## src/include/rram_params.svh

```systemverilog
`ifndef RRAM_PARAMS_SVH
`define RRAM_PARAMS_SVH

// Crossbar geometry, reduced for simulation
`define RRAM_NUM_WL        128   // Word lines
`define RRAM_NUM_SL        128   // Columns, one BL/SL pair each
`define RRAM_NUM_ADC       8     // Shared ADCs, one per class
`define RRAM_COLS_PER_ADC  16    // Columns behind each ADC mux

// Stream and datapath widths
`define RRAM_DATA_W        32    // Data-in and data-out word
`define RRAM_THERM_W       15    // Raw thermometer code
`define RRAM_ADC_W         4     // Binary ADC value
`define RRAM_ACC_W         16    // Partial-distance accumulator

// Program pulse pairs per stored word, each pair is one + and one - polarity cycle
`define RRAM_WRITE_PULSES  4

`endif
```

## src/hdl/rram_pkg.sv

```systemverilog
`default_nettype none

`include "rram_params.svh"

package rram_pkg;

    // Top nibble of an instruction
    typedef enum logic [3:0] {
        STORE_RRAM      = 4'b0100,
        READ_RRAM       = 4'b0101,
        HAM_SEG_COMPUTE = 4'b0111
    } instr_code_e;

    // Low-level crossbar command, registered in the sequencer
    typedef enum logic [3:0] {
        CMD_IDLE,
        CMD_WRITE_WEIGHTS,   // Load weight and column-select registers
        CMD_PROGRAM,         // Drive program pulse on one WL
        CMD_READ_SINGLE,     // Sample one column per ADC into result store
        CMD_READ_ADC_OUT,    // Pack stored results onto dout
        CMD_WRITE_INPUTS,    // Load WL input register
        CMD_COMPUTE,         // Segment MVM, add into accumulators
        CMD_READ_ACC_OUT     // Pack accumulators onto dout
    } local_cmd_e;

    typedef struct packed {
        instr_code_e code;
        logic [15:0] opcode;
    } instr_t;

    typedef logic [`RRAM_DATA_W-1:0]                  word_t;
    typedef logic [2:0]                               line_drive_t;   // {ref, minus, plus}
    typedef logic [`RRAM_THERM_W-1:0]                 therm_t;
    typedef logic [`RRAM_ADC_W-1:0]                   adc_code_t;
    typedef logic [`RRAM_ACC_W-1:0]                   acc_t;
    typedef logic [$clog2(`RRAM_NUM_WL)-1:0]          wl_addr_t;
    typedef logic [$clog2(`RRAM_COLS_PER_ADC)-1:0]    col_offset_t;
    typedef logic [$clog2(`RRAM_NUM_SL)-1:0]          col_start_t;
    // Index of a 32-bit result word within one row
    typedef logic [$clog2(`RRAM_NUM_SL*`RRAM_ADC_W/`RRAM_DATA_W)-1:0] read_index_t;

endpackage

`default_nettype wire

```

## src/hdl/rram_adc_readout.sv

```systemverilog
`timescale 1ns/1ps
`default_nettype none

`include "rram_params.svh"

module rram_adc_readout (
    input  logic                     CLK,
    input  logic                     RESET_ACC,
    input  rram_pkg::local_cmd_e     cmd,
    input  rram_pkg::col_offset_t    col_offset,
    input  rram_pkg::read_index_t    read_index,
    input  logic                     clear_acc,
    input  rram_pkg::therm_t         adc_therm [`RRAM_NUM_ADC],
    output rram_pkg::word_t          dout_data
);
    import rram_pkg::*;

    localparam int RES_PER_WORD = `RRAM_DATA_W / `RRAM_ADC_W;   // 8 nibbles
    localparam int ACC_PER_WORD = `RRAM_DATA_W / `RRAM_ACC_W;   // 2 halves

    adc_code_t adc_bin [`RRAM_NUM_ADC];   // Converted ADC values
    adc_code_t result  [`RRAM_NUM_SL];    // Last read row, one code per column
    acc_t      acc     [`RRAM_NUM_ADC];   // Partial Hamming distance per class

    // Thermometer to binary, count of set bits
    always_comb begin
        for (int a = 0; a < `RRAM_NUM_ADC; a++) begin
            adc_bin[a] = adc_code_t'($countones(adc_therm[a]));
        end
    end

    always_ff @(posedge CLK) begin
        if (RESET_ACC) begin
            for (int c = 0; c < `RRAM_NUM_SL; c++) begin
                result[c] <= '0;
            end
            for (int a = 0; a < `RRAM_NUM_ADC; a++) begin
                acc[a] <= '0;
            end
        end else begin
            for (int a = 0; a < `RRAM_NUM_ADC; a++) begin
                if (cmd == CMD_READ_SINGLE) begin
                    result[a*`RRAM_COLS_PER_ADC + col_offset] <= adc_bin[a];
                end
                if (clear_acc) begin
                    acc[a] <= '0;
                end else if (cmd == CMD_COMPUTE) begin
                    acc[a] <= acc[a] + acc_t'(adc_bin[a]);   // Wraps
                end
            end
        end
    end

    always_comb begin
        dout_data = '0;
        case (cmd)
            CMD_READ_ADC_OUT: begin
                // Lowest column in lowest nibble
                for (int n = 0; n < RES_PER_WORD; n++) begin
                    dout_data[n*`RRAM_ADC_W +: `RRAM_ADC_W] = result[read_index*RES_PER_WORD + n];
                end
            end
            CMD_READ_ACC_OUT: begin
                for (int n = 0; n < ACC_PER_WORD; n++) begin
                    dout_data[n*`RRAM_ACC_W +: `RRAM_ACC_W] =
                        acc[read_index[1:0]*ACC_PER_WORD + n];
                end
            end
            default: begin
                dout_data = '0;
            end
        endcase
    end

endmodule

`default_nettype wire

```

## config.mk

```make
export PLATFORM = sky130hd
export DESIGN_NAME = rram_adc_readout
export DESIGN_NICKNAME = d
export VERILOG_FILES = /design/src/hdl/rram_pkg.sv /design/src/hdl/rram_adc_readout.sv
export VERILOG_INCLUDE_DIRS = /design/src /design/src/include
export SDC_FILE = /design/constraint.sdc
export NUM_CORES = 1
export LEC_CHECK = 0
export CORE_MARGIN = 5
export CORE_UTILIZATION = 45
export CTS_BUF_LIST = sky130_fd_sc_hd__clkbuf_4
export DETAILED_ROUTE_END_ITERATION = 6
export DONT_BUFFER_PORTS = 1
export GPL_ROUTABILITY_DRIVEN = 0
export GPL_TIMING_DRIVEN = 0
export PLACE_DENSITY = 0.7
export SETUP_SLACK_MARGIN = 0.2
export SLEW_MARGIN = 15
export SYNTH_ARGS = -nofsm -noshare
export SYNTH_HDL_FRONTEND = slang
export SYNTH_SLANG_ARGS = --single-unit
```

## constraint.sdc

```tcl
create_clock -name CLK -period 5.1 [get_ports CLK]
set_clock_uncertainty 0.1 [all_clocks]
set_input_delay 0.255 -clock CLK [delete_from_list [all_inputs] [get_ports CLK]]
set_output_delay 0.255 -clock CLK [all_outputs]
set_load 0.02 [all_outputs]
```

# Yosys cells after proc, flatten, opt, wreduce, memory -nomap -nowiden
# Memory sizes are Yosys's and may differ from the RTL's.
# Cells that the tools add are included.
[op_classes]
order_cmp = 0
n_reduce_logical = 8
muxes = 53
add_sub_neg = 135
n_div = 0
n_mul = 0
eq_ne = 4
n_bitwise = 16
shifts = 0
[op_table]
columns = ["operator", "n"]
rows = [
  ["16-bit 2-to-1 mux", 16],
  ["16-bit by 4-bit adder with 16-bit output", 8],
  ["1-bit by 1-bit adder with 2-bit output", 56],
  ["2-bit by 2-bit adder with 3-bit output", 24],
  ["3-bit by 3-bit adder with 4-bit output", 16],
  ["32-bit case mux with 2 select lines", 1],
  ["7-bit 2-to-1 mux", 8],
  ["4-bit adder", 8],
  ["4-bit 2-to-1 mux", 8],
  ["4-bit OR reduction", 8],
  ["7-bit by 3-bit adder with 7-bit output (second input constant)", 4],
  ["7-bit by 4-bit adder with 7-bit output (first input constant)", 4],
  ["2-bit by 1-bit adder with 3-bit output", 8],
  ["1-bit 2-to-1 mux", 20],
  ["1-bit OR", 16],
  ["6-bit by 4-bit adder with 7-bit output (first input constant)", 2],
  ["7-bit by 2-bit adder with 7-bit output (second input constant)", 2],
  ["4-bit by 3-bit == test with 1-bit output (second input constant)", 3],
  ["7-bit by 1-bit adder with 7-bit output (second input constant)", 1],
  ["5-bit by 4-bit adder with 6-bit output (first input constant)", 1],
  ["4-bit by 2-bit == test with 1-bit output (second input constant)", 1],
  ["3-bit by 1-bit adder with 3-bit output (second input constant)", 1],
]
[totals]
input_bits = 135
out_inout_bits = 32
mem_bits_rw = 640
rom_bits = 0
ff_bits = 0
latch_bits = 0
word_cells = 218
memories = 2
[mem_list]
columns = ["name", "depth", "word_bits", "rd", "rd_ports_with_merged_regs", "write_ports", "line", "rtl"]
rows = [
  ["result", 128, 4, 8, 0, 128, "rram_adc_readout.sv:22", "adc_code_t result [`RRAM_NUM_SL];"],
  ["acc", 8, 16, 10, 0, 8, "rram_adc_readout.sv:23", "acc_t acc [`RRAM_NUM_ADC];"],
]

# Logic depth before layout (Yosys ltp)
[logic_depth]
depth_word = 6
depth_mapped = 17
mapped_depth_nobuf = 15

# Worst setup path after synthesis
# OpenSTA, ideal clock, no wires.
[synth_path]
path_kind = "in2reg"
startpoint = "in adc_therm[60] (netlist bit)"
endpoint = "mem acc[3][14] (netlist bit) (data pin)"
setup_ns = 0.260
n_path_buf = 2
arrival_ns = 5.158
stages = 15
path_slack_ns = -0.418
cell_sequence = "inv_1 -> fa_1 -> fa_1 -> fa_1 -> fa_1 -> fa_1 -> fa_1 -> clkbuf_1 -> clkbuf_1 -> inv_1 -> fa_1 -> a21o_1 -> a21oi_1 -> nor3_1 -> mux2_2"
[synth_lines]
columns = ["element", "line", "rtl"]
rows = [
  ["start: declaration", "rram_adc_readout.sv:13", "input rram_pkg::therm_t adc_therm [`RRAM_NUM_ADC],"],
  ["end: declaration", "rram_adc_readout.sv:23", ""],
]

==> impl_metrics.tcl <==
set metrics [dict create \
    grt_usage_pct 28.1 \
    synth_edf_count 640 \
    ant_nets 0 \
    syn-mean-instance-area_um2 13.1 \
    nNetsFinal 3031 \
    num_vias 24000 \
    syn-num-nets 2803 \
    r2r-end "acc[2][14]" \
    yosys.area_share.simple_pct 11.6 \
    routed_via_density 6.28 \
    hold_path_depth 3 \
    synth_top_family_by_area "multiplexers" \
    clk_latency_ps 1060 \
    cp_slowest_cell "clkbuf_2" \
    regToRegSetupSlack_ps 2600 \
    endpoint "acc[5][13]" \
    path_clk_slew_ps 70 \
    antenna_found_initial 5 \
    die_w_um 281 \
    slew_headroom_pct 26.3 \
    fin_cells 3823 \
    tightest_slew_ps 1110 \
    worstSetupPathType "in2reg" \
    cts_tree "built" \
    synth_area_leaders "edfxtp_1 58%, mux4_2 11%, nor2_1 6.2%, fa_1 5.3%, inv_1 2.4%" \
    synthAdderAreaFrac_pct 7.13 \
    cts_buffers 158 \
    coreArea_um2 73000 \
    htree_levels 4 \
    synth_seq_cells 640 \
    critical_path.most_common_cell "fa_1" \
    rsz0062_at_grt "false" \
    synth_compound_area_share_pct 5.30 \
    worstReg2RegStart "acc[2][0]" \
    grt_pass1_vias 24500 \
    power.density_nw_per_um2 502 \
    worst_slack_ps 178 \
    ir_worst_vdd_uv 446 \
    post-route-period-util_pct 96.5 \
    fmax_mhz 203 \
    fin_util_pct 52.1 \
    placementRows 99 \
    worstPathCellList "inv_1 -> fa_1 -> fa_1 -> fa_1 -> fa_1 -> inv_1 -> ha_1 -> a21o_1 -> a21oi_4 -> clkbuf_2 -> inv_1 -> ha_1 -> o21a_1 -> a21oi_2 -> clkbuf_8 -> or4_1 -> a21oi_1" \
    grt_pass1_wl_um 159000 \
    critPathArrivalTime_ps 5700 \
    critPathLaunchType "primary input" \
    synth_area_um2 33100 \
    r2r_cells 7 \
    synth_cells 2532 \
    clockBufferDepth 3 \
    ys.flop_type "edfxtp_1" \
    drtIter0Drc 3813 \
    drv_slew 0 \
    finalHoldViolCount 0 \
    drc_errors 0 \
    leakagePower_nw 14.0 \
    ys_warn_count 0 \
    path_delay_family "adder cells" \
    crit_cells 17 \
    pin_count 167 \
    yosys.area.top_type "edfxtp_1" \
    overflow 0 \
    start_util_pct 45.4 \
    synth_top_area_share_pct 58.0 \
    synthArstFlopShare_pct 0 \
    port_buffers 0 \
    clkSinkCount 640 \
    cp_slowest_stage_delay_ps 670 \
    hp-class "in2reg" \
    dp_cells 3507 \
    outcome "finished clean" \
    die_y_um 281 \
    critPathRequiredTime_ps 5880 \
    worstSetupStartpoint "adc_therm[39]" \
    synth-seq-area-share_pct 58.0 \
    setup_viol 0 \
    final_cell_area_um2 38000 \
    cp-end-kind "flip-flop" \
    post-dp-hpwl_um 72600 \
    synthMuxAreaShare_pct 12.4 \
    synth-xor-area-share_pct 0.872 \
    synth_cell_type_count 53 \
    drt_wl_total_um 112000 \
    area_growth_pct 14.8 \
    grt_max_degree 60 \
    pre_cts_slack_ps -1470 \
    fp.dieArea_um2 79100 \
    placed_area_um2 35500 \
    wl_per_cell_um 29.4 \
    clock-root-buffer "clkbuf_4" \
    crit_path_max_fanout 10 \
    dr.pass1.iters 6 \
    maxCapViolCount 0 \
    fin_crit_ps 4920 \
    crit_buf_inv 5 \
    drive_above_1_share_pct 22.6 \
]
[metrics by stage]
step / hold WS (ps) / power (W) / TNS (ps)
after global placement: 517 / 0.0138 / -170520
after CTS: 1.92 / 0.0185 / 0
after global routing: 28.4 / 0.0194 / 0
after detailed placement: 457 / 0.0140 / -119390
final: 76.1 / 0.0191 / 0
after floorplan: 487 / 0.0103 / 0
[area by class of cell]
type | instances | area [um2]
fillers | 5993 | 34900
flip-flops and latches | 640 | 19200
multi-input cells | 1494 | 12900
clock buffers | 226 | 1700
well taps | 959 | 1200
plain buffers | 171 | 1020
repair buffers | 75 | 933
inverters | 220 | 846
clock inverters | 33 | 215
diodes | 5 | 12.5
[power breakdown]
group          switching [W]  internal, W  leakage, nW
Sequential          0.000133      0.00605         6.29
Combinational        0.00620      0.00242         6.61
Clock                0.00216      0.00213         1.14
[how the worst min path moves through the flow]
stage / start / endpoint / slack (ps)
final: adc_therm[107] / result[9][0] / 80
after global routing: adc_therm[107] / result[9][0] / 30
after CTS: adc_therm[92] / result[27][2] / 2
after detailed placement: RESET_ACC / result[28][0] / 460
after global placement: acc[3][15] / acc[3][15] / 520
after floorplan: acc[4][13] / acc[4][13] / 490
[placed cells by master, fill, tap and decap left out, types with 17 or more instances in the layout]
| cell type | instances |
|---|---|
| edfxtp_1 | 640 |
| nor2_1 | 548 |
| clkbuf_4 | 237 |
| inv_1 | 204 |
| mux4_2 | 160 |
| nand2_1 | 85 |
| clkbuf_1 | 73 |
| a21oi_1 | 71 |
| fa_1 | 67 |
| a22oi_1 | 64 |
| dlygate4sd3_1 | 46 |
| ha_1 | 40 |
| or4_1 | 38 |
| or3_1 | 37 |
| mux2_2 | 34 |
| o31ai_1 | 34 |
| nand3_1 | 33 |
| o21ai_0 | 29 |
| buf_4 | 27 |
| clkbuf_8 | 23 |
| a21o_1 | 23 |
| buf_2 | 21 |
| fa_2 | 21 |
| clkinv_1 | 20 |
| xnor2_1 | 19 |
| buf_1 | 17 |
| and2_1 | 17 |
[registers in the layout, indices dropped and copies added (netlist names)]
register	flops
result	512
acc	128
[metal layers]
metal	share of wire, %	GRT usage (%)	vias up
li1	-	-	9730
met1	33	33.5	11900
met2	46	43.1	1942
met3	14	10.8	404
met4	7.3	17.7	2
met5	0.024	0	-
[Yosys cell counts (all sizes together) (2+ instances only)]
cell type / count
edfxtp: 640
nor2: 550
inv: 216
mux4: 160
clkbuf: 130
fa: 88
a21oi: 86
nand2: 85
a22oi: 64
buf: 48
ha: 48
or4: 38
or3: 37
mux2: 34
o31ai: 34
nand3: 33
o21ai: 30
a21o: 23
nand2b: 20
xnor2: 19
and2: 17
and3: 15
a211oi: 14
xor2: 14
nand4: 13
nor3: 13
and4: 11
mux2i: 11
a221oi: 5
nor4: 5
clkinv: 4
nor2b: 4
o211ai: 4
o21a: 4
a211o: 3
or2: 3
nand4bb: 2
or4b: 2
[logic make-up (layout without fill, tap and decap cells)]
kind of cell | after synthesis | in the layout
AOI/OAI and AO/OA | 269 | 269
adders and majority gates | 136 | 136
xor gates and xnor gates | 33 | 33
muxes | 205 | 205
and+or+nand+nor | 851 | 851
other | 0 | 5
DFF | 640 | 640
buffers and inverters | 398 | 725
[worst reg2reg max path: cells and delay by family, from the launching register on]
kind            cells  cell delay, ps
buf+inv             1              60
simple gates        1             190
fa+ha+maj           2             650
compound gates      3             840
flops               1             360
[what timing repair did]
item | in CTS | in global routing
resized for setup | 12 | 12
pin swaps | 0 | 6
cloned | 0 | 0
setup endpoints to repair | 83 | 53
buffers inserted | 0 | 13
hold buffers | 43 | 3
hold endpoints to repair | 636 | 14
No activity file was read; power rests on OpenSTA's default activity.
