==> src/include/rram_params.svh <==
`ifndef RRAM_PARAMS_SVH
`define RRAM_PARAMS_SVH

// Crossbar geometry, reduced for simulation
`define RRAM_NUM_WL        128   // Word lines
`define RRAM_NUM_SL        128   // Columns, one BL/SL pair each
`define RRAM_NUM_ADC       8     // Shared ADCs, one per class
`define RRAM_COLS_PER_ADC  16    // Columns behind each ADC mux

// Stream and datapath widths
`define RRAM_DATA_W        32    // Data-in and data-out word
`define RRAM_THERM_W       15    // Raw thermometer code
`define RRAM_ADC_W         4     // Binary ADC value
`define RRAM_ACC_W         16    // Partial-distance accumulator

// Program pulse pairs per stored word, each pair is one + and one - polarity cycle
`define RRAM_WRITE_PULSES  4

`endif
==> src/hdl/rram_pkg.sv <==
`default_nettype none

`include "rram_params.svh"

package rram_pkg;

    // Top nibble of an instruction
    typedef enum logic [3:0] {
        STORE_RRAM      = 4'b0100,
        READ_RRAM       = 4'b0101,
        HAM_SEG_COMPUTE = 4'b0111
    } instr_code_e;

    // Low-level crossbar command, registered in the sequencer
    typedef enum logic [3:0] {
        CMD_IDLE,
        CMD_WRITE_WEIGHTS,   // Load weight and column-select registers
        CMD_PROGRAM,         // Drive program pulse on one WL
        CMD_READ_SINGLE,     // Sample one column per ADC into result store
        CMD_READ_ADC_OUT,    // Pack stored results onto dout
        CMD_WRITE_INPUTS,    // Load WL input register
        CMD_COMPUTE,         // Segment MVM, add into accumulators
        CMD_READ_ACC_OUT     // Pack accumulators onto dout
    } local_cmd_e;

    typedef struct packed {
        instr_code_e code;
        logic [15:0] opcode;
    } instr_t;

    typedef logic [`RRAM_DATA_W-1:0]                  word_t;
    typedef logic [2:0]                               line_drive_t;   // {ref, minus, plus}
    typedef logic [`RRAM_THERM_W-1:0]                 therm_t;
    typedef logic [`RRAM_ADC_W-1:0]                   adc_code_t;
    typedef logic [`RRAM_ACC_W-1:0]                   acc_t;
    typedef logic [$clog2(`RRAM_NUM_WL)-1:0]          wl_addr_t;
    typedef logic [$clog2(`RRAM_COLS_PER_ADC)-1:0]    col_offset_t;
    typedef logic [$clog2(`RRAM_NUM_SL)-1:0]          col_start_t;
    // Index of a 32-bit result word within one row
    typedef logic [$clog2(`RRAM_NUM_SL*`RRAM_ADC_W/`RRAM_DATA_W)-1:0] read_index_t;

endpackage

`default_nettype wire

==> src/hdl/rram_column_driver.sv <==
`timescale 1ns/1ps
`default_nettype none

`include "rram_params.svh"

module rram_column_driver (
    input  logic                     CLK,
    input  logic                     RESET_ACC,
    input  rram_pkg::local_cmd_e     cmd,
    input  rram_pkg::col_start_t     col_start,
    input  rram_pkg::col_offset_t    col_offset,
    input  logic                     col_pol,
    input  rram_pkg::word_t          load_word,
    output rram_pkg::line_drive_t    bl_sel [`RRAM_NUM_SL],
    output rram_pkg::line_drive_t    sl_sel [`RRAM_NUM_SL],
    output logic [`RRAM_NUM_SL-1:0]  sl_mux_sel
);
    import rram_pkg::*;

    localparam line_drive_t LINE_REF   = 3'b100;
    localparam line_drive_t LINE_PLUS  = 3'b001;
    localparam line_drive_t LINE_FLOAT = 3'b000;
    localparam logic [`RRAM_NUM_SL-1:0] WORD_MASK = {`RRAM_DATA_W{1'b1}};

    logic [`RRAM_NUM_SL-1:0] weight_reg;
    logic [`RRAM_NUM_SL-1:0] col_sel_n;   // Low = column takes part in programming
    logic                    pw;          // Weight after polarity swap

    always_ff @(posedge CLK) begin
        if (RESET_ACC) begin
            weight_reg <= '0;
            col_sel_n  <= '1;
        end else if (cmd == CMD_WRITE_WEIGHTS) begin
            // One data word lands at col_start, rest cleared and unselected
            weight_reg <= `RRAM_NUM_SL'(load_word) << col_start;
            col_sel_n  <= ~(WORD_MASK << col_start);
        end
    end

    always_comb begin
        pw         = 1'b0;
        sl_mux_sel = '0;
        for (int i = 0; i < `RRAM_NUM_SL; i++) begin
            bl_sel[i] = LINE_REF;
            sl_sel[i] = LINE_REF;
        end
        case (cmd)
            CMD_PROGRAM: begin
                for (int i = 0; i < `RRAM_NUM_SL; i++) begin
                    pw = weight_reg[i] ^ col_pol;   // Pol 1 swaps BL and SL sense
                    if (!col_sel_n[i]) begin
                        bl_sel[i] = {1'b0, ~pw, pw};
                        sl_sel[i] = {1'b0, pw, ~pw};
                    end
                end
            end
            CMD_READ_SINGLE, CMD_COMPUTE: begin
                for (int a = 0; a < `RRAM_NUM_ADC; a++) begin
                    bl_sel[a*`RRAM_COLS_PER_ADC + col_offset] = LINE_PLUS;
                    sl_sel[a*`RRAM_COLS_PER_ADC + col_offset] = LINE_FLOAT;   // SL charges ADC cap
                    sl_mux_sel[a*`RRAM_COLS_PER_ADC +: `RRAM_COLS_PER_ADC] =
                        `RRAM_COLS_PER_ADC'(1) << col_offset;
                end
            end
            default: begin
                sl_mux_sel = '0;   // All lines at reference
            end
        endcase
    end

endmodule

`default_nettype wire

==> config.mk <==
export PLATFORM = sky130hd
export DESIGN_NAME = rram_column_driver
export DESIGN_NICKNAME = d
export VERILOG_FILES = /design/src/hdl/rram_pkg.sv /design/src/hdl/rram_column_driver.sv
export VERILOG_INCLUDE_DIRS = /design/src /design/src/include
export SDC_FILE = /design/constraint.sdc
export NUM_CORES = 1
export LEC_CHECK = 0
export BUFFER_PORTS_ARGS = -buffer_cell sky130_fd_sc_hd__buf_2
export CAP_MARGIN = 10
export CORE_AREA = 2 2 373 375
export CTS_BUF_LIST = sky130_fd_sc_hd__clkbuf_2
export DETAILED_ROUTE_END_ITERATION = 8
export DIE_AREA = 0 0 375 377
export MAX_ROUTING_LAYER = met4
export PLACE_DENSITY = 0.43
export SYNTH_ARGS = -nofsm -noshare
export SYNTH_HDL_FRONTEND = slang
export SYNTH_SLANG_ARGS = --single-unit
==> constraint.sdc <==
create_clock -name CLK -period 3.95 [get_ports CLK]
set_input_delay 0.1975 -clock CLK [delete_from_list [all_inputs] [get_ports CLK]]
set_output_delay 0.1975 -clock CLK [all_outputs]
set_load 0.02 [all_outputs]
======== Word level (Yosys, flattened, before mapping) ========
Cells that the tools add are included.
operators by class
  add/subtract/negate cells ............... 7
  $mul .................................... 0
  divide/modulo/power cells ............... 0
  order comparisons ....................... 16
  equal/unequal tests ..................... 4
  shift operators ......................... 3
  muxes and demuxes ....................... 275
  bitwise logic cells ..................... 301
  reduce and logical (&&, ||, !) cells .... 9
operators by type and width
  kind                                                                    count
  384-bit bitwise AND                                                     7
  384-bit NOT                                                             7
  256-bit bitwise AND                                                     7
  256-bit NOT                                                             7
  384-bit case mux with 2 select lines                                    2
  128-bit bitwise OR                                                      7
  3-bit 2-to-1 mux                                                        264
  33-bit by 8-bit >= comparator with 1-bit output, second input constant  8
  33-bit by 1-bit < comparator with 1-bit output, second input constant   8
  128-bit NOT                                                             2
  3-bit demux with 7-bit select                                           8
  8-bit NOT with 33-bit output                                            4
  128-bit 2-to-1 mux                                                      1
  1-bit NOT                                                               128
  32-bit by 7-bit left shift with 128-bit output                          1
  32-bit by 7-bit left shift with 128-bit output, first input constant    1
  1-bit XOR                                                               128
  7-bit NOT with 33-bit output                                            2
  4-bit NOT with 33-bit output                                            1
  6-bit NOT with 33-bit output                                            1
  7-bit by 4-bit adder with 8-bit output, first input constant            4
  1-bit by 4-bit left shift with 16-bit output, first input constant      1
  6-bit by 4-bit adder with 7-bit output, first input constant            2
  4-bit by 2-bit == test with 1-bit output, second input constant         2
  other kinds (5)                                                         12
storage, ports and cells
  register bits after elaboration ......... 256
  latch bits .............................. 0
  memory bits (writable) .................. 0
  memory bits (read-only) ................. 0
  bits of input ports ..................... 50
  output and inout port bits .............. 896
  word-level logic and storage cells ...... 617
  memories ................................ 0

======== Depth between registers and ports, before layout ========
Gate-level depths: netlist of the first run.
  depth after elaboration ................. 15
  gate-level depth with buffers ........... 10

======== Worst setup path before layout of the first run ========
No wires, ideal clock.
  path kind ............................... input port to output port
  from .................................... input port cmd[0]
  to ...................................... output port sl_sel[207] in the netlist's numbering
  data arrival time ....................... 2441 ps
  required time ........................... 3753 ps
  path slack .............................. 1312 ps
  cell stages on the path ................. 8
  cells stage by stage .................... or4b_1 > clkbuf_1 > clkbuf_1 > clkbuf_1 > clkbuf_1 > buf_1 > nor3_1 > buf_4
RTL lines
  element          RTL line                  source
  start, declared  rram_column_driver.sv:9   input rram_pkg::local_cmd_e cmd,
  end, declared    rram_column_driver.sv:15  output rram_pkg::line_drive_t sl_sel [`RRAM_NUM_SL],

==> impl_metrics.tcl, run 1 <==
set metrics [dict create \
    outcome "finished, final reports clean" \
    synth_area_per_cell_um2 7.49 \
    syn_inst 2674 \
    final_cell_mix "buf_2, nor2_1, dfxtp_1" \
    start_util_pct 14.6 \
    cts_made_buffers 71 \
    ys_warn_count 0 \
    syn_area_um2 20000 \
    max-cap-violations 0 \
    wl_met2_mm 71.8 \
    synth_seq_cells 256 \
    nNetsFinal 3342 \
    wl_mm 171 \
    finalCoreUtilization_pct 18.8 \
    drtAntennaViolNets 0 \
    ioPinCount 946 \
    power.total_mw 6.21 \
    wl_met1_mm 74.8 \
    clk-insertion-delay-late_ns 1.02 \
    multi_input_area_um2 11500 \
    synthAdderAreaFrac_pct 0.125 \
    hold_viol_final 0 \
    post-route-period-util_pct 84.1 \
    synth_top_area_share_pct 25.6 \
    die_h_um 377 \
    viasPerCell 4.47 \
    drc 0 \
    worst_slew_pin_slew_ns 1.06 \
    track_usage_pct 23.6 \
    wl_met3_mm 21.0 \
    synth_top_family_by_area "simple AND/OR/NAND/NOR gates" \
    grt_setup_unrepaired "false" \
    setup_slack_ns 0.626 \
    layout_commonest_cell "buf_2" \
    crit_required_ns 3.75 \
    dieArea_um2 141000 \
    worst-path-max-fanout 43 \
    max-slew-margin-rel_pct 29.0 \
    hold_path.class "in2reg" \
    grt_max_degree 89 \
    dp_slack_ns 0.783 \
    synth-simple-area-share_pct 27.8 \
    synth_enable_flop_cells 0 \
    leakage_nw 12.3 \
    syn_nets 2726 \
    antenna_found_initial 43 \
    async_reset_ff_share_pct 0 \
    fillers 15800 \
    htree_levels 3 \
    dr.pass1.iters 8 \
    root_buffer "clkbuf_2" \
    power.density_nw_per_um2 242 \
    ys.flop_type "dfxtp_1" \
    top_layer "met4" \
    synth_top_cell_by_area "dfxtp_1" \
    yosys-top-cells-area "dfxtp_1, buf_4, nor2_1, xor2_1, and2_1" \
    cp-start-kind "input pin" \
    final.setup_skew_ns 0 \
    core_area_um2 137000 \
    ys_types 78 \
    cts_tree "done" \
    clk_path_buf_depth 3 \
    die_w_um 375 \
    num_vias 23100 \
    wl_per_cell_um 33.0 \
    max_freq_mhz 301 \
    fin_tns_setup_ns 0 \
    ir_worst_vdd_v 0.000134 \
    synth_compound_area_share_pct 14.7 \
    period_needed_ns 3.32 \
    overflow 0 \
    gp_congestion 0.993 \
    arrival_ns 3.13 \
    setup_viol_count_final 0 \
    num_rows 136 \
    cp-end-kind "output port" \
    synth_mux_area_share_pct 7.42 \
    area_delta_synth_final_pct 28.3 \
    port_buffers 945 \
    drive_gt1_share_pct 40.2 \
    slew_violations 0 \
    synth-seq-area-share_pct 25.6 \
    drt_iter0_markers 2226 \
    critical_path_class "in2out" \
    dpl.hpwl_mm 143 \
    clk_pin_slew_ns 0.11 \
    first_global_vias 21400 \
    cts_sinks 256 \
    grt_pass1_wl_mm 217 \
    synth_xor_area_share_pct 6.65 \
    register_area_um2 5120 \
]
routing by layer:
layer / global-route usage (%) / vias up
met3: 10.7 / 148
li1: - / 10100
met5: - / -
met1: 30.2 / 11600
met4: 4.69 / 0
met2: 34.0 / 1269
area by class of cell:
cell class              count  share of cell area, %
clock buffers             100                   1.95
repair buffers           1100                   23.8
clock inverters            21                  0.438
multi-input cells        1852                   44.6
diodes                     42                  0.409
flip-flops and latches    256                   19.9
well taps                1794                   8.74
inverters                   9                  0.131
final timing paths:
path | start | endpoint | slack [ns] | cells after the start
min reg2reg | weight_reg[39] | weight_reg[39] | 0.47 | 2
max reg2reg | weight_reg[86] | weight_reg[86] | 2.94 | 3
max | cmd[2] | bl_sel[135] | 0.63 | 9
min | load_word[10] | weight_reg[114] | 0.07 | 6
kinds of logic (layout without fill, tap and decap cells):
kind of cell | count (synthesis) | count (layout)
adders and majority gates | 2 | 2
AOI/OAI and AO/OA | 429 | 429
and+or+nand+nor | 1171 | 1171
other | 0 | 42
xor gates and xnor gates | 152 | 152
DFF | 256 | 256
muxes | 98 | 98
buffers and inverters | 566 | 1230
what timing repair did:
item                                   CTS  global route
resized for setup                        0             0
endpoints found under the hold margin  158             0
buffers inserted                         0             0
hold buffers                            40             0
where the power goes:
group          switching, mW  total (mW)  internal (mW)
combinational           1.03        1.47          0.437
sequential            0.0548        2.69           2.63
clock                   1.31        2.05          0.743
synth_stat cells, types with 16 or more instances:
cell type,instances
a211o_1,17
a21oi_1,64
a221o_1,29
a22o_1,18
a22oi_1,25
a32oi_1,17
and2_1,140
buf_1,24
buf_4,371
clkbuf_1,147
dfxtp_1,256
mux2_2,20
mux2i_1,35
mux4_2,36
nand2_1,217
nand3_1,43
nor2_1,409
nor3_1,156
o211ai_1,40
o21ai_0,90
o21ai_1,34
o22ai_1,16
or2_1,57
or2_2,76
xnor2_1,23
xor2_1,129
worst max-delay path, cell delays in order:
cell and delay, ns:
dlygate4sd3_1 0.53, buf_2 0.15, or4b_4 0.80, buf_4 0.35, buf_4 0.22, nor2_1 0.12, and2_1 0.36, or2_1 0.15
buf_2 0.19
stage by stage:
| stage | instance area (um2) | hold slack, ns | cells |
|---|---|---|---|
| after global routing | 25700 | 0.0688 | 5166 |
| after CTS | 25600 | 0.00259 | 5132 |
| final | 25700 | 0.0694 | 5174 |
| after floorplan | 20000 | 0.441 | 2674 |
| after global placement | 24600 | 0.454 | 4971 |
| after detailed placement | 24600 | 0.457 | 4971 |
(Power assumes the default switching activity.)
==> run 2, diff against run 1 <==
==> constraint.sdc (replaced) <==
create_clock -name CLK -period 3.3 [get_ports CLK]
set_input_delay 0.165 -clock CLK [delete_from_list [all_inputs] [get_ports CLK]]
set_output_delay 0.165 -clock CLK [all_outputs]
set_load 0.02 [all_outputs]
==> run 2 against run 1 <==
Against the previous run:
- register-to-register slack lost 1.0 ns
- final cell count grew 0.66%
- first-iteration DRC count shrank 8.8%
- sequential power grew 20%
- global-route usage shrank 0.061 points
- setup slack lost 0.52 ns
- clock skew is the same
- wire length shrank 0.31%
- worst hold slack gained 0.012 ns
- total power grew 21%
- highest routed layer unchanged
==> impl_metrics.tcl, run 2 (synthesis gave the netlist of run 1 again) <==
set metrics [dict create \
    viasPerCell 4.43 \
    wl_per_cell_um 32.7 \
    dr.pass1.iters 5 \
    core_area_um2 137000 \
    clk_path_buf_depth 3 \
    area_delta_synth_final_pct 30.0 \
    hold_viol_final 0 \
    port_buffers 945 \
    max-cap-violations 0 \
    hold_start "cmd[0]" \
    worst-path-max-fanout 110 \
    setup_viol_count_final 0 \
    finalCoreUtilization_pct 19.0 \
    ioPinCount 946 \
    grt_max_degree 111 \
    grt_pass1_wl_mm 217 \
    layout_commonest_cell "buf_2" \
    cp-start-kind "input pin" \
    crit_start "cmd[2]" \
    outcome "finished, final reports clean" \
    gp_congestion 0.993 \
    post-route-period-util_pct 96.8 \
    track_usage_pct 23.6 \
    cts_tree "done" \
    cts_made_buffers 70 \
    slew_violations 0 \
    worst_slew_pin_slew_ns 1.09 \
    reg2reg_from "weight_reg[15]" \
    max_freq_mhz 313 \
    leakage_nw 12.5 \
    power.density_nw_per_um2 288 \
    arrival_ns 3.03 \
    start_util_pct 14.6 \
    nNetsFinal 3385 \
    die_w_um 375 \
    critical_path_class "in2out" \
    ir_worst_vdd_v 0.000142 \
    drc 0 \
    num_rows 136 \
    antenna_found_initial 38 \
    drive_gt1_share_pct 40.7 \
    dpl.hpwl_mm 143 \
    dieArea_um2 141000 \
    fin_tns_setup_ns 0 \
    first_global_vias 21400 \
    clk_pin_slew_ns 0.10 \
    hold_path.class "in2reg" \
    die_h_um 377 \
    grt_setup_unrepaired "false" \
    final.setup_skew_ns 0 \
    crit_required_ns 3.13 \
    final_cell_mix "buf_2, nor2_1, dfxtp_1" \
    htree_levels 3 \
    clk-insertion-delay-late_ns 1.03 \
    num_vias 23100 \
    root_buffer "clkbuf_2" \
    drtAntennaViolNets 0 \
    overflow 0 \
    period_needed_ns 3.19 \
    drt_iter0_markers 2030 \
    wl_mm 170 \
    cp-end-kind "output port" \
    max-slew-margin-rel_pct 26.9 \
    cts_sinks 256 \
]
==> run 2: changes by cell type in the layout (fill, tap and decap cells not counted), moves of 3 or more <==
| cell | change |
|---|---|
| diode_2 | -9 |
| buf_4 | +32 |
| clkinv_2 | -3 |
| clkinv_1 | -3 |
| clkbuf_2 | +4 |
| dlygate4sd3_1 | +11 |
==> run 2: layer usage <==
layer	part of all wire [%]	vias up	track usage, %
met2	42	1171	34.1
li1	-	10200	-
met3	11	115	8.89
met1	45	11600	31.2
met4	1.5	0	3.99
met5	0	-	-
==> run 2: what timing repair did <==
action | in CTS | in global routing
setup endpoints to repair | 0 | 1
hold buffers | 51 | 1
gates resized for setup | 0 | 1
setup buffers | 0 | 0
hold endpoints to repair | 134 | 1
==> run 2: worst paths after layout <==
| kind | endpoint | slack [ns] | cells after the start |
|---|---|---|---|
| setup / recovery | sl_sel[174] | 0.11 | 6 |
| hold reg to reg | weight_reg[12] | 0.48 | 2 |
| hold / removal | col_sel_n[15] | 0.08 | 5 |
| setup reg to reg | weight_reg[15] | 1.94 | 3 |
==> run 2: through the flow <==
stage / power [mW] / instances / setup slack [ns] / area, um2 / hold slack (ns)
global placement: 5.01 / 5003 / 0.567 / 24800 / 0.452
detailed placement: 5.01 / 5003 / 0.512 / 24800 / 0.460
CTS: 7.54 / 5174 / 0.00835 / 25900 / 0.00440
floorplan: 4.21 / 2674 / 0.727 / 20000 / 0.441
finish: 7.51 / 5208 / 0.107 / 26000 / 0.0816
global route: 7.78 / 5200 / 0.0690 / 26000 / 0.0937
==> run 2: where the power goes <==
part | total, mW | switching [mW] | internal, mW
Sequential | 3.22 | 0.0663 | 3.15
Clock | 2.47 | 1.56 | 0.910
Combinational | 1.82 | 1.26 | 0.560
==> run 2: critical path, cell delays in order <==
cell           delay [ns]
dlygate4sd3_1        0.53
buf_2                0.15
or4b_4               0.70
buf_12               0.27
nor3_1               0.72
buf_2                0.33
==> run 2: area by class of cell <==
class	count	area, um2
Fill cell	15800	111000
Multi-Input combinational cell	1852	11500
Timing Repair Buffer	1144	6470
Sequential cell	256	5120
Tap cell	1794	2240
Clock buffer	104	520
Clock inverter	16	93.8
Antenna cell	33	82.6
Inverter	9	33.8
