`src/include/rram_params.svh`:
```
`ifndef RRAM_PARAMS_SVH
`define RRAM_PARAMS_SVH

// Crossbar geometry, reduced for simulation
`define RRAM_NUM_WL        128   // Word lines
`define RRAM_NUM_SL        128   // Columns, one BL/SL pair each
`define RRAM_NUM_ADC       8     // Shared ADCs, one per class
`define RRAM_COLS_PER_ADC  16    // Columns behind each ADC mux

// Stream and datapath widths
`define RRAM_DATA_W        32    // Data-in and data-out word
`define RRAM_THERM_W       15    // Raw thermometer code
`define RRAM_ADC_W         4     // Binary ADC value
`define RRAM_ACC_W         16    // Partial-distance accumulator

// Program pulse pairs per stored word, each pair is one + and one - polarity cycle
`define RRAM_WRITE_PULSES  4

`endif
```
`src/hdl/rram_pkg.sv`:
```
`default_nettype none

`include "rram_params.svh"

package rram_pkg;

    // Top nibble of an instruction
    typedef enum logic [3:0] {
        STORE_RRAM      = 4'b0100,
        READ_RRAM       = 4'b0101,
        HAM_SEG_COMPUTE = 4'b0111
    } instr_code_e;

    // Low-level crossbar command, registered in the sequencer
    typedef enum logic [3:0] {
        CMD_IDLE,
        CMD_WRITE_WEIGHTS,   // Load weight and column-select registers
        CMD_PROGRAM,         // Drive program pulse on one WL
        CMD_READ_SINGLE,     // Sample one column per ADC into result store
        CMD_READ_ADC_OUT,    // Pack stored results onto dout
        CMD_WRITE_INPUTS,    // Load WL input register
        CMD_COMPUTE,         // Segment MVM, add into accumulators
        CMD_READ_ACC_OUT     // Pack accumulators onto dout
    } local_cmd_e;

    typedef struct packed {
        instr_code_e code;
        logic [15:0] opcode;
    } instr_t;

    typedef logic [`RRAM_DATA_W-1:0]                  word_t;
    typedef logic [2:0]                               line_drive_t;   // {ref, minus, plus}
    typedef logic [`RRAM_THERM_W-1:0]                 therm_t;
    typedef logic [`RRAM_ADC_W-1:0]                   adc_code_t;
    typedef logic [`RRAM_ACC_W-1:0]                   acc_t;
    typedef logic [$clog2(`RRAM_NUM_WL)-1:0]          wl_addr_t;
    typedef logic [$clog2(`RRAM_COLS_PER_ADC)-1:0]    col_offset_t;
    typedef logic [$clog2(`RRAM_NUM_SL)-1:0]          col_start_t;
    // Index of a 32-bit result word within one row
    typedef logic [$clog2(`RRAM_NUM_SL*`RRAM_ADC_W/`RRAM_DATA_W)-1:0] read_index_t;

endpackage

`default_nettype wire

```
`src/hdl/rram_instr_sequencer.sv`:
```
`timescale 1ns/1ps
`default_nettype none

`include "rram_params.svh"

module rram_instr_sequencer (
    input  logic                   CLK,
    input  logic                   RESET_ACC,
    input  logic                   instr_valid,
    output logic                   instr_ready,
    input  rram_pkg::instr_t       instr_data,
    input  logic                   din_valid,
    output logic                   din_ready,
    input  rram_pkg::word_t        din_data,
    output logic                   dout_valid,
    input  logic                   dout_ready,
    output rram_pkg::local_cmd_e   cmd,
    output rram_pkg::wl_addr_t     row_addr,
    output rram_pkg::col_start_t   col_start,
    output rram_pkg::col_offset_t  col_offset,
    output logic                   col_pol,
    output logic                   clear_acc,
    output logic                   bias_write,
    output rram_pkg::word_t        load_word,
    output rram_pkg::read_index_t  read_index
);
    import rram_pkg::*;

    localparam logic [2:0] PROG_LAST = 3'(2 * `RRAM_WRITE_PULSES - 1);   // Last program cycle
    localparam logic [3:0] OFFS_LAST = 4'(`RRAM_COLS_PER_ADC - 1);       // Full mux sweep

    typedef enum logic [2:0] {S_IDLE, S_LOAD, S_PROG, S_SWEEP, S_OUT} step_e;

    step_e       state;
    logic [4:0]  step;         // STORE uses {packet, pulse}, others use low nibble
    instr_code_e op_q;         // Instruction being executed
    logic [1:0]  base_q;       // STORE column packet base
    logic [1:0]  burst_q;      // STORE last packet
    logic [3:0]  sweep_last;   // Last column offset of a sweep
    logic [3:0]  out_last;     // Last output word
    read_index_t idx_base;     // First output word index
    logic        rdout_q;      // COMPUTE readout enable

    assign instr_ready = (state == S_IDLE);
    assign din_ready   = (state == S_LOAD);

    always_ff @(posedge CLK) begin
        if (RESET_ACC) begin
            state      <= S_IDLE;
            step       <= '0;
            cmd        <= CMD_IDLE;
            dout_valid <= 1'b0;
            clear_acc  <= 1'b0;
            bias_write <= 1'b0;
        end else begin
            clear_acc <= 1'b0;   // Pulse only
            case (state)
                S_IDLE: begin
                    cmd        <= CMD_IDLE;
                    bias_write <= 1'b0;
                    step       <= '0;
                    if (instr_valid) begin
                        op_q    <= instr_data.code;
                        base_q  <= instr_data.opcode[8:7];
                        burst_q <= instr_data.opcode[10:9];
                        row_addr <= instr_data.opcode[6:0];
                        case (instr_data.code)
                            STORE_RRAM: begin
                                bias_write <= 1'b1;   // Write bias for the whole store
                                state      <= S_LOAD;
                            end
                            READ_RRAM: begin
                                sweep_last <= OFFS_LAST;
                                out_last   <= {instr_data.opcode[10:9], 2'b11};  // 4 words/packet
                                idx_base   <= {instr_data.opcode[8:7], 2'b00};
                                state      <= S_SWEEP;
                            end
                            HAM_SEG_COMPUTE: begin
                                // 64 lines per segment
                                row_addr   <= wl_addr_t'({instr_data.opcode[1:0], 6'd0});
                                sweep_last <= instr_data.opcode[5:2];
                                clear_acc  <= instr_data.opcode[6];
                                rdout_q    <= instr_data.opcode[7];
                                out_last   <= 4'd3;   // 8 accumulators, 2 per word
                                idx_base   <= '0;
                                state      <= S_LOAD;
                            end
                            default: begin
                                state <= S_IDLE;   // Unknown code, accepted and dropped
                            end
                        endcase
                    end
                end
                S_LOAD: begin
                    cmd <= CMD_IDLE;   // Nothing on the lines while waiting for data
                    if (din_valid) begin
                        load_word <= din_data;
                        col_start <= {base_q + step[4:3], 5'd0};   // 32 columns per packet
                        if (op_q == STORE_RRAM) begin
                            cmd   <= CMD_WRITE_WEIGHTS;
                            state <= S_PROG;
                        end else begin
                            cmd   <= CMD_WRITE_INPUTS;
                            state <= S_SWEEP;
                        end
                    end
                end
                S_PROG: begin
                    cmd     <= CMD_PROGRAM;
                    col_pol <= step[0];   // Alternates, starts at 0
                    step    <= step + 1'b1;
                    if (step[2:0] == PROG_LAST) begin
                        state <= (step[4:3] == burst_q) ? S_IDLE : S_LOAD;
                    end
                end
                S_SWEEP: begin
                    cmd        <= (op_q == READ_RRAM) ? CMD_READ_SINGLE : CMD_COMPUTE;
                    col_offset <= step[3:0];
                    if (step[3:0] == sweep_last) begin
                        step  <= '0;
                        state <= (op_q == READ_RRAM || rdout_q) ? S_OUT : S_IDLE;
                    end else begin
                        step <= step + 1'b1;
                    end
                end
                S_OUT: begin
                    if (!dout_valid) begin
                        // Last sample lands this edge, first word valid next cycle
                        cmd        <= (op_q == READ_RRAM) ? CMD_READ_ADC_OUT : CMD_READ_ACC_OUT;
                        read_index <= idx_base;
                        dout_valid <= 1'b1;
                    end else if (dout_ready) begin
                        if (step[3:0] == out_last) begin
                            dout_valid <= 1'b0;
                            cmd        <= CMD_IDLE;
                            state      <= S_IDLE;
                        end else begin
                            step       <= step + 1'b1;
                            read_index <= read_index + 1'b1;   // Wraps over the row
                        end
                    end
                end
                default: begin
                    state <= S_IDLE;
                end
            endcase
        end
    end

endmodule

`default_nettype wire

```
`config.mk`:
```
export PLATFORM = sky130hd
export DESIGN_NAME = rram_instr_sequencer
export DESIGN_NICKNAME = d
export VERILOG_FILES = /design/src/hdl/rram_pkg.sv /design/src/hdl/rram_instr_sequencer.sv
export VERILOG_INCLUDE_DIRS = /design/src /design/src/include
export SDC_FILE = /design/constraint.sdc
export NUM_CORES = 1
export LEC_CHECK = 0
export BUFFER_PORTS_ARGS = -buffer_cell sky130_fd_sc_hd__clkbuf_2
export CELL_PAD_IN_SITES_DETAIL_PLACEMENT = 0
export CELL_PAD_IN_SITES_GLOBAL_PLACEMENT = 1
export CORE_ASPECT_RATIO = 1.75
export CORE_MARGIN = 4
export CORE_UTILIZATION = 30
export DETAILED_ROUTE_END_ITERATION = 10
export PLACE_DENSITY = 0.7
export RECOVER_POWER = 25
export SLEW_MARGIN = 15
export SYNTH_ARGS = -nofsm -noshare
export SYNTH_HDL_FRONTEND = slang
export SYNTH_SLANG_ARGS = --single-unit
```
`constraint.sdc`:
```
create_clock -name CLK -period 2.28 [get_ports CLK]
set_input_delay 0.342 -clock CLK [delete_from_list [all_inputs] [get_ports CLK]]
set_output_delay 0.342 -clock CLK [all_outputs]
set_load 0.02 [all_outputs]
```
---- Word-level counts from Yosys, hierarchy flattened ----
Cells that the tools add are included.
operators by class
  $mul .................................... 0
  reductions and logical operators ........ 17
  shifts and indexed selects .............. 0
  bitwise operators ....................... 4
  mux-type cells .......................... 37
  add/sub/neg operators ................... 3
  equality and inequality tests ........... 25
  $lt $le $gt $ge ......................... 0
  divide/modulo/power cells ............... 0
operators with widths
  cell                 count
  $mux 3               11
  $mux 4               6
  $pmux 4 s2           3
  $eq 4x3->1 const B   5
  $mux 5               4
  $pmux 4 s5           1
  $pmux 5 s4           1
  $ne 2x2->1 const B   9
  $reduce_and 4->1     4
  $pmux 3 s5           1
  $reduce_and 3->1     3
  $eq 4x4->1           2
  $mux 1               7
  $mux 7               1
  $reduce_and 7->1     1
  $eq 3x2->1 const B   2
  $eq 3x3->1 const B   2
  $ne 3x3->1 const B   2
  $add 5x1->5 const B  1
  $reduce_bool 5->1    1
  $add 4x1->4 const B  1
  $not 1->1            4
  $pmux 2 s2           1
  $reduce_and 2->1     2
  other kinds (11)     11
storage, ports and cells
  memories ................................ 0
  register bits after elaboration ......... 86
  input port bits ......................... 57
  ROM bits ................................ 0
  memory bits (writable) .................. 0
  bits in latches ......................... 0
  output and inout bits ................... 64

---- Logic depth before layout (Yosys ltp) ----
Gate-level depths: netlist (run 1).
  depth after elaboration ................. 5
  depth in mapped cells ................... 7
  mapped depth without buffers ............ 7

---- Worst setup path before layout (run 1) ----
OpenSTA, ideal clock, no wires.
  kind .................................... register to register
  from .................................... register state[0]
  to ...................................... register col_start[5], enable pin
  setup slack ............................. -153 ps
  arrival time ............................ 2039 ps
  buffers on the path ..................... 2
  setup time .............................. 395 ps
  stages on the path, launching flop included .. 5
  cell sequence ........................... dfxtp_1 clkbuf_1 clkbuf_1 and2_1 and3b_1
between the ends
  cells in the longest elaborated chain, start to end .. 2
ends and longest elaborated chain
  what                               line                         source
  start, declared                    rram_instr_sequencer.sv:34   step_e state;
  start signal, assigned             rram_instr_sequencer.sv:113  state <= (step[4:3] == burst_q) ? S_IDLE : S_LOAD;
  start signal, assigned             rram_instr_sequencer.sv:121  state <= (op_q == READ_RRAM || rdout_q) ? S_OUT : S_IDLE;
  $eq 3x1->1                         -
  via din_ready                      rram_instr_sequencer.sv:13   output logic din_ready,
  $reduce_and 3->1 (no source line)  -
  end signal, assigned               rram_instr_sequencer.sv:98   col_start <= {base_q + step[4:3], 5'd0};
  end, declared                      rram_instr_sequencer.sv:19   output rram_pkg::col_start_t col_start,
The timed path passes the listed nets, and every way through them passes these cells.
A chain may end at the register's enable or synchronous reset.

---- Final worst setup path (run 1) ----
  from .................................... register state[2]
  to ...................................... register read_index[0], enable pin
between the ends
  cells in the longest elaborated chain, start to end .. 2
ends and longest elaborated chain
  what                               line                         source
  $eq 3x3->1                         rram_instr_sequencer.sv:57   case (state)
  $reduce_and 4->1 (no source line)  -
  end signal, assigned               rram_instr_sequencer.sv:130  read_index <= idx_base;
  end signal, assigned               rram_instr_sequencer.sv:139  read_index <= read_index + 1'b1;
  end, declared                      rram_instr_sequencer.sv:25   output rram_pkg::read_index_t read_index
Every way passes these cells.

==> qor.yml, run 1 <==
clock_network:
  clk_pin_slew_ps: 70
  cts.repair.resized: 0
  ctsHoldBuffers: 0
  cts_max_level: 3
  cts_made_buffers: 9
  cts_sinks: 81
  insertion_delay_ps: 340
  cts_root_buf: "clkbuf_16"
  post-cts-setup-buffer-count: 0
  cts_buffer_depth: 2
  tritoncts: "yes"
synth:
  yosys_warnings: 0
  syn_avg_cell_area_um2: 14.0
  synth_cell_type_count: 48
  netlist_area_um2: 3290
  synth_top_flop_cell: "edfxtp_1"
  synth_cells: 235
  synth_edf_count: 67
  async_flop_share_pct: 0
  ys_seq_area_share_pct: 69.6
  synth_seq_cells: 81
power_and_ir_drop:
  sequentialPowerShare_pct: 50.7
  power.switching_uw: 784
  total_power_uw: 3280
  powerDensity_nw_per_um2: 768
  p_clk_share_pct: 43.1
  switching_share_pct: 23.9
  irDropWorstVdd_mv: 0.365
  pwr-share-comb_pct: 6.3
  p_leak_uw: 0.00169
  p_int_uw: 2490
critical_path:
  cp-end-kind: "flop"
  required_ps: 2270
  critPathTopFamily: "simple AND/OR/NAND/NOR gates"
  crit_type: "flop to flop"
  r2r_setup_slack_ps: 210
  worst-path-buf-inv: 0
  cp_cell_sequence: "nor3b_1, nand2b_1, a21oi_1"
  crit_slowest_cell: "dfxtp_1"
  arrival_ps: 2060
  ff2ff_path_depth: 3
  cp.depth: 3
  crit_fanout: 17
  startpoint_type: "flop"
  critPathMaxStageDelay_ps: 680
route:
  drt-initial-drc-count: 116
  drc: 0
  via_count: 2251
  dr.pass1.iters: 4
  post_drt_wl_per_cell_um: 14.7
  postRouteAntennaNets: 0
  wirelength_um: 7150
  viasPerCell: 4.64
final_layout:
  nFillCells: 1054
  fin_nets: 411
  final_cell_mix: "clkbuf_2, edfxtp_1, a21oi_1, dfxtp_1"
  drive_above_1_share_pct: 37.7
  area_growth_syn_to_layout_pct: 29.4
  fin_util_pct: 39.9
  layout_commonest_cell: "clkbuf_2"
  insertedDiodeCount: 0
min_path:
  worstHoldPathCells: 1
  hp-class: "input port to flop"
sta:
  worst_pin_slew_ps: 720
  finClkSkew_ps: 7.78
  finalSetupViolCount: 0
  rsz0062_at_grt: "false"
  hold_viol: 0
  slew_viol_final: 0
  finalCritPeriodShare_pct: 91.0
  setup-tns-final_ps: 0
  relSlewSlack_pct: 52.0
  clock.fmax_ghz: 0.482
  post-route-worst-setup-slack_ps: 206
  fin_crit_ps: 2070
floorplanning:
  core_um2: 10700
  ios: 121
  die-area_um2: 12800
  start_util_pct: 30.8
  die_y_um: 147
  die_w_um: 87.2
  rows: 50
placement:
  place.gp.congestion: 0.801
  port_buffers: 109
  post-place-ws_ps: 186
  place_hpwl_um: 5560
grt:
  grt_max_degree: 35
  grt_overflow_total: 0
  grt_antenna_before_repair: 0
  grt_pass1_vias: 2295
  grt_first_pass_wirelength_um: 11200
  grtUsageTotal_pct: 11.4
run:
  max_cap_viol_count: 0
status:
  status: "completed"
final timing paths:
path | startpoint | endpoint
hold reg to reg | bias_write | bias_write
setup / recovery | state[2] | read_index[0]
hold / removal | din_data[31] | load_word[31]
setup reg to reg | state[2] | read_index[0]
power groups by stage:
stage	Clock [µW]	Sequential, µW	Combinational (µW)
finish	1410	1660	205
global route	1520	1660	230
CTS	1460	1660	212
detailed placement	0	1690	211
global placement	0	1690	206
floorplan	0	1700	110
area by class of cell:
class	instances	area, µm²	area share (%)
Tap cell	130	163	3.81
Inverter	2	7.51	0.176
Sequential cell	81	2290	53.8
Timing Repair Buffer	115	577	13.5
Multi-Input combinational cell	141	927	21.7
Clock buffer	9	225	5.28
Clock inverter	7	72.6	1.70
worst reg2reg max path: cells and delay by family (launching register included):
kind	cells	cell delay (ps)
and+or+nand+nor	2	700
DFF	1	680
AOI/OAI and AO/OA	1	350
per-layer routing:
layer	part of all wire (%)	track usage (%)	vias to the layer above
met5	0	0	-
met4	2.1	5.45	0
met3	8.6	2.99	12
met2	52	20.5	90
met1	37	11.9	1055
li1	-	-	1094
kinds of logic (layout without fill, tap and decap cells):
logic type                 Yosys count  count (layout)  synth area share [%]
AOI/OAI and AO/OA                   33              33                  6.95
xor gates and xnor gates            12              12                  3.19
muxes                                5               5                  1.60
and+or+nand+nor                     81              81                  14.0
DFF                                 81              81                  69.6
adders and majority gates            4               4                  1.52
buffers and inverters               18             133                  3.04
other                                1               6                 0.114
per-stage QoR:
step                      instance area (µm²)  hold slack [ps]  std cells
after floorplan                          3320              441        240
after global placement                   3980              468        469
after detailed placement                 3980              486        469
after CTS                                4280              161        485
after global routing                     4260              157        485
final                                    4260              177        485
synthesized netlist by cell type, types with 2 or more instances:
cell type  count  area share [%]
a21oi_1       14             2.1
ha_1           4             1.5
and3_1         4            0.76
nor2_1        13             1.5
o21ai_0        2            0.30
mux2_2         2            0.68
a31oi_1        2            0.38
clkbuf_1       6            0.68
nor2b_1        4            0.76
xor2_1         5             1.3
dfxtp_1       14             8.5
mux2i_1        3            0.91
xnor2_1        7             1.9
or2_2          4            0.76
nand2b_1       4            0.76
nor3_1         3            0.46
nand2_1       10             1.1
a311o_1        2            0.61
and3b_1        4             1.1
buf_2          2            0.30
buf_4          6             1.4
nand3b_1       2            0.46
a221o_1        2            0.61
and2_1        14             2.7
edfxtp_1      67              61
nand4_1        2            0.38
inv_1          2            0.23
nand3_1        7             1.1
nor4_1         5            0.95
sequential cells by signal, indices dropped and copies added (netlist names), 3 cells and up:
register	cells
state	3
step	5
load_word	32
cmd	3
row_addr	7
sweep_last	4
read_index	4
op_q	4
col_offset	4
Note: power is estimated with default switching activity, not from simulation.
==> run 2, diff against run 1 <==
==> constraint.sdc (replaced) <==
create_clock -name CLK -period 1.8 [get_ports CLK]
set_input_delay 0.27 -clock CLK [delete_from_list [all_inputs] [get_ports CLK]]
set_output_delay 0.27 -clock CLK [all_outputs]
set_load 0.02 [all_outputs]
==> run 2 against run 1 <==
The flow now finishes with violations (setup timing); clock power increased by 30%; total power is 29% higher; sequential share of layout area decreased by 2.6 points; register-to-register slack worse by 210 ps; via count increased by 1.9%; non-clock buffer count is 18 higher; worst setup slack got worse by 210 ps; clock-buffer cell count unchanged; critical path type unchanged; largest cell class unchanged; largest power group unchanged.
==> qor.yml, run 2 (same netlist as run 1, synthesis figures left out) <==
final_layout:
  multi_input_area_um2: 990  # +6.7%
  drive_above_1_share_pct: 44.8  # +7.0 points
  fin_util_pct: 42.0  # +2.1 points
  area_growth_syn_to_layout_pct: 36.3
  nFillCells: 1013  # -3.9%
  seqCellArea_um2: 2300  # +0.16%
  insertedDiodeCount: 0  # unchanged
  fin_nets: 429  # +4.4%
  largest_reg_flops: 32  # unchanged
  reg_top3: "load_word: 32 flops, row_addr: 7 flops, step: 5 flops"
  top_register: "load_word"
  fin_cells: 503  # +3.7%
  final_cell_mix: "clkbuf_2, edfxtp_1, buf_4"
  layout_commonest_cell: "clkbuf_2"
power_and_ir_drop:
  p_int_uw: 3290  # +32%
  sequentialPowerShare_pct: 49.4  # -1.3 points
  switching_share_pct: 22.1  # -1.9 points
  power.switching_uw: 933  # +19%
  p_leak_uw: 0.00181  # +6.9%
  powerDensity_nw_per_um2: 942  # +23%
  pwr-share-comb_pct: 7.4  # +1.1 points
  irDropWorstVdd_mv: 0.480  # +32%
  p_clk_share_pct: 43.2  # about the same
sta:
  post-route-worst-setup-slack_ps: -3.99  # -210 ps
  finalCritPeriodShare_pct: 100  # +9.3 points
  fin_crit_ps: 1800  # -270 ps
  setup-tns-final_ps: -3.99  # -3.99 ps
  slew_viol_final: 0  # unchanged
  holdWs_ps: 107  # -69.9 ps
  hold_viol: 0  # unchanged
  finalSetupViolCount: 1  # +1
  finClkSkew_ps: 10.3  # +2.48 ps
  rsz0062_at_grt: "true"
  clock.fmax_ghz: 0.554  # +15%
critical_path:
  startpoint_type: "flop"
  required_ps: 2060  # -210 ps
  crit_fanout: 2  # -15
  critPathLaunch: "sweep_last[2]"
  r2r_start: "sweep_last[2]"
  arrival_ps: 2070  # about the same
  crit_type: "flop to flop"
  cp-end-kind: "flop"
clock_network:
  cts_sinks: 81  # unchanged
  clk_pin_slew_ps: 70  # about the same
  cts_made_buffers: 9  # unchanged
  cts_root_buf: "clkbuf_16"
  cts_max_level: 3  # unchanged
  insertion_delay_ps: 340  # about the same
  ctsHoldBuffers: 0  # unchanged
  tritoncts: "yes"
  cts_buffer_depth: 2  # unchanged
  post-cts-setup-buffer-count: 0  # unchanged
floorplanning:
  die_y_um: 147  # unchanged
  core_um2: 10700  # unchanged
  die_w_um: 87.2  # unchanged
  rows: 50  # unchanged
  start_util_pct: 30.8  # unchanged
  ios: 121  # unchanged
  die-area_um2: 12800  # unchanged
placement:
  place_inst: 487  # +3.8%
  port_buffers: 109  # unchanged
  post-place-ws_ps: -5.29  # -191 ps
  place.gp.congestion: 0.792  # -1.1%
  place_hpwl_um: 5810  # +4.4%
grt:
  grt_overflow_total: 0  # unchanged
  grt_first_pass_wirelength_um: 11300  # +0.73%
  grt_max_degree: 35  # unchanged
  grtUsageTotal_pct: 11.7  # +0.28 points
  grt_pass1_vias: 2341  # +2.0%
  grt_antenna_before_repair: 0  # unchanged
route:
  viasPerCell: 4.56  # -1.7%
  drc: 0  # unchanged
  wirelength_um: 7320  # +2.5%
  post_drt_wl_per_cell_um: 14.6  # -1.2%
  dr.pass1.iters: 4  # unchanged
  via_count: 2294  # +1.9%
  postRouteAntennaNets: 0  # unchanged
  drt-initial-drc-count: 80  # -31%
min_path:
  hp-class: "input port to flop"
  hp-start: "din_data[23]"
run:
  max_cap_viol_count: 0  # unchanged
status:
  violations: "setup timing"
  status: "finished, violations left"
## run 2: final timing paths
check	end	slack, ps	depth (start not counted)
max	state[1]	-4	5
min reg2reg	bias_write	470	2
min	load_word[23]	110	1
max reg2reg	state[1]	-4	5
## run 2: per-stage QoR
| stage | power [µW] | cell area, µm² |
|---|---|---|
| floorplan | 2300 | 3340 |
| global placement | 2440 | 4140 |
| detailed placement | 2450 | 4140 |
| CTS | 4300 | 4450 |
| global route | 4410 | 4490 |
| finish | 4230 | 4490 |
## run 2: layer usage
layer  share of wire (%)  track usage [%]  vias up  wire length [µm]
met5                   0                0        -                 0
met4                 3.1             7.45        0               230
met3                 8.5             2.82       13               620
met2                  52             20.9       96              3790
met1                  37             11.6     1056              2680
li1                    -                -     1129                 -
## run 2: area by class of cell
class | count | share of cell area [%]
clock inverter | 7 | 1.70
timing repair buffer | 133 | 16.3
tap | 130 | 3.62
multi-input combinational | 141 | 22.0
sequential | 81 | 51.1
inverter | 2 | 0.167
clock buffer | 9 | 5.02
## run 2: power by group through the flow
stage                     combinational (µW)  sequential (µW)  clock, µW
final                                    313             2090       1830
after global placement                   310             2130          0
after global routing                     345             2090       1970
after CTS                                316             2090       1890
after detailed placement                 315             2130          0
after floorplan                          145             2160          0
## run 2: critical path: stages (launching register included)
cell	delay (ps)
edfxtp_1	410
xor2_2	180
o41ai_4	380
o211ai_2	140
or4_1	480
a21oi_1	140
## run 2: timing repair
action | CTS | global route
endpoints found under the setup margin | 1 | 8
gates resized for setup | 1 | 9
endpoints found under the hold margin | 0 | 0
==> run 3, diff against run 2 <==
--- a/config.mk
+++ b/config.mk
@@ -15,6 +15,7 @@
 export DETAILED_ROUTE_END_ITERATION = 10
 export PLACE_DENSITY = 0.7
 export RECOVER_POWER = 25
+export SETUP_SLACK_MARGIN = 0.1
 export SLEW_MARGIN = 15
 export SYNTH_ARGS = -nofsm -noshare
 export SYNTH_HDL_FRONTEND = slang
==> run 3 against run 2 <==
The flow now finishes without violations; total power shrank 0.27%; clock skew down 4.4 ps; highest routed layer unchanged; non-clock buffer count is the same; largest cell class unchanged.
==> qor.yml, run 3 (same netlist as run 1, synthesis figures left out) <==
final_layout:
  top_register: "load_word"
  layout_commonest_cell: "clkbuf_2"
  insertedDiodeCount: 0  # unchanged
  final_cell_area_um2: 4480  # -0.28%
  reg_top3: "load_word: 32 flops, row_addr: 7 flops, step: 5 flops"
  nFillCells: 1022  # +0.89%
  final_cell_mix: "clkbuf_2, edfxtp_1, buf_4"
  seqCellArea_um2: 2300  # +0.33%
  area_growth_syn_to_layout_pct: 35.9
  drive_above_1_share_pct: 45.3  # +0.54 points
  fin_nets: 429  # unchanged
  largest_reg_flops: 32  # unchanged
  multi_input_area_um2: 971  # -1.9%
sta:
  finClkSkew_ps: 5.90  # -4.36 ps
  post-route-worst-setup-slack_ps: 77.4  # +81.4 ps
  finalCritPeriodShare_pct: 95.7  # -4.5 points
  clock.fmax_ghz: 0.581  # +4.7%
  hold_viol: 0  # unchanged
  fin_crit_ps: 1720  # -81.4 ps
  holdWs_ps: 105  # -1.34 ps
  rsz0062_at_grt: "true"
  slew_viol_final: 0  # unchanged
  finalSetupViolCount: 0  # -1
critical_path:
  crit_type: "flop to flop"
  crit_fanout: 2  # unchanged
  startpoint_type: "flop"
  required_ps: 2060  # about the same
  cp-end-kind: "flop"
  arrival_ps: 1980  # -90 ps
grt:
  grt_antenna_before_repair: 0  # unchanged
  grtUsageTotal_pct: 11.3  # -0.39 points
  grt_first_pass_wirelength_um: 11000  # -2.6%
  grt_max_degree: 25  # -29%
  grt_pass1_vias: 2232  # -4.7%
  grt_overflow_total: 0  # unchanged
floorplanning:
  rows: 50  # unchanged
  die-area_um2: 12800  # unchanged
  core_um2: 10700  # unchanged
  start_util_pct: 30.8  # unchanged
  die_y_um: 147  # unchanged
  die_w_um: 87.2  # unchanged
  ios: 121  # unchanged
placement:
  post-place-ws_ps: -12.7  # -7.37 ps
  place.gp.congestion: 0.811  # +2.4%
  port_buffers: 109  # unchanged
  place_area_um2: 4150  # about the same
  place_hpwl_um: 5580  # -3.8%
clock_network:
  ctsHoldBuffers: 0  # unchanged
  insertion_delay_ps: 330  # about the same
  cts_max_level: 3  # unchanged
  cts_sinks: 81  # unchanged
  cts_buffer_depth: 2  # unchanged
  tritoncts: "yes"
  cts_made_buffers: 9  # unchanged
  clk_pin_slew_ps: 60  # about the same
  cts_root_buf: "clkbuf_16"
min_path:
  hp-class: "input port to flop"
route:
  wirelength_um: 7130  # -2.6%
  dr.pass1.iters: 4  # unchanged
  drt-initial-drc-count: 88  # +10%
  post_drt_wl_per_cell_um: 14.2  # -2.6%
  drc: 0  # unchanged
  viasPerCell: 4.54  # -0.52%
  via_count: 2282  # -0.52%
  postRouteAntennaNets: 0  # unchanged
power_and_ir_drop:
  p_leak_uw: 0.00181  # +0.14%
  powerDensity_nw_per_um2: 942  # about the same
  irDropWorstVdd_mv: 0.508  # +5.8%
status:
  status: "completed"
run:
  max_cap_viol_count: 0  # unchanged
-- run 3: report_power, final --
| group | switching, µW | internal, µW |
|---|---|---|
| combinational | 166 | 131 |
| clock | 737 | 1080 |
| sequential | 24.3 | 2070 |
-- run 3: routing by layer --
layer  up-vias  track usage [%]  wire length (µm)
met5         -                0                 0
met4         0             6.45               223
met3        17             3.56               644
met2        96             19.3              3620
met1      1036             11.9              2640
li1       1133                -                 -
-- run 3: layout make-up --
cell class                      instances  area share [%]
Tap cell                              130            3.63
Sequential cell                        81            51.5
Clock buffer                            9            5.03
Inverter                                2           0.168
Timing Repair Buffer                  133            16.3
Clock inverter                          7            1.73
Multi-Input combinational cell        141            21.7
-- run 3: critical path, cell delays in order (launching register included) --
cell	delay [ps]
edfxtp_1	380
xor2_1	170
o41ai_2	420
o211ai_2	150
or4_1	410
a21oi_1	120
-- run 3: final timing paths --
kind	startpoint	to	slack (ps)	cells after the start
hold / removal	din_data[8]	load_word[8]	110	1
hold reg to reg	bias_write	bias_write	470	2
setup / recovery	sweep_last[2]	state[1]	80	5
setup reg to reg	sweep_last[2]	state[1]	80	5
-- run 3: repair_timing --
action	CTS	global route
setup endpoints to repair	4	34
pin swaps	4	2
endpoints found under the hold margin	0	0
setup buffers	1	0
resized for setup	4	5
-- run 3: stage by stage --
step                util, %  total power, µW  std cells  TNS [ps]
CTS                    41.8             4300        503         0
global route           41.8             4390        503     -39.4
finish                 41.8             4220        503         0
global placement       38.8             2430        486         0
detailed placement     38.8             2440        486     -12.7
floorplan                 -             2300        240         0
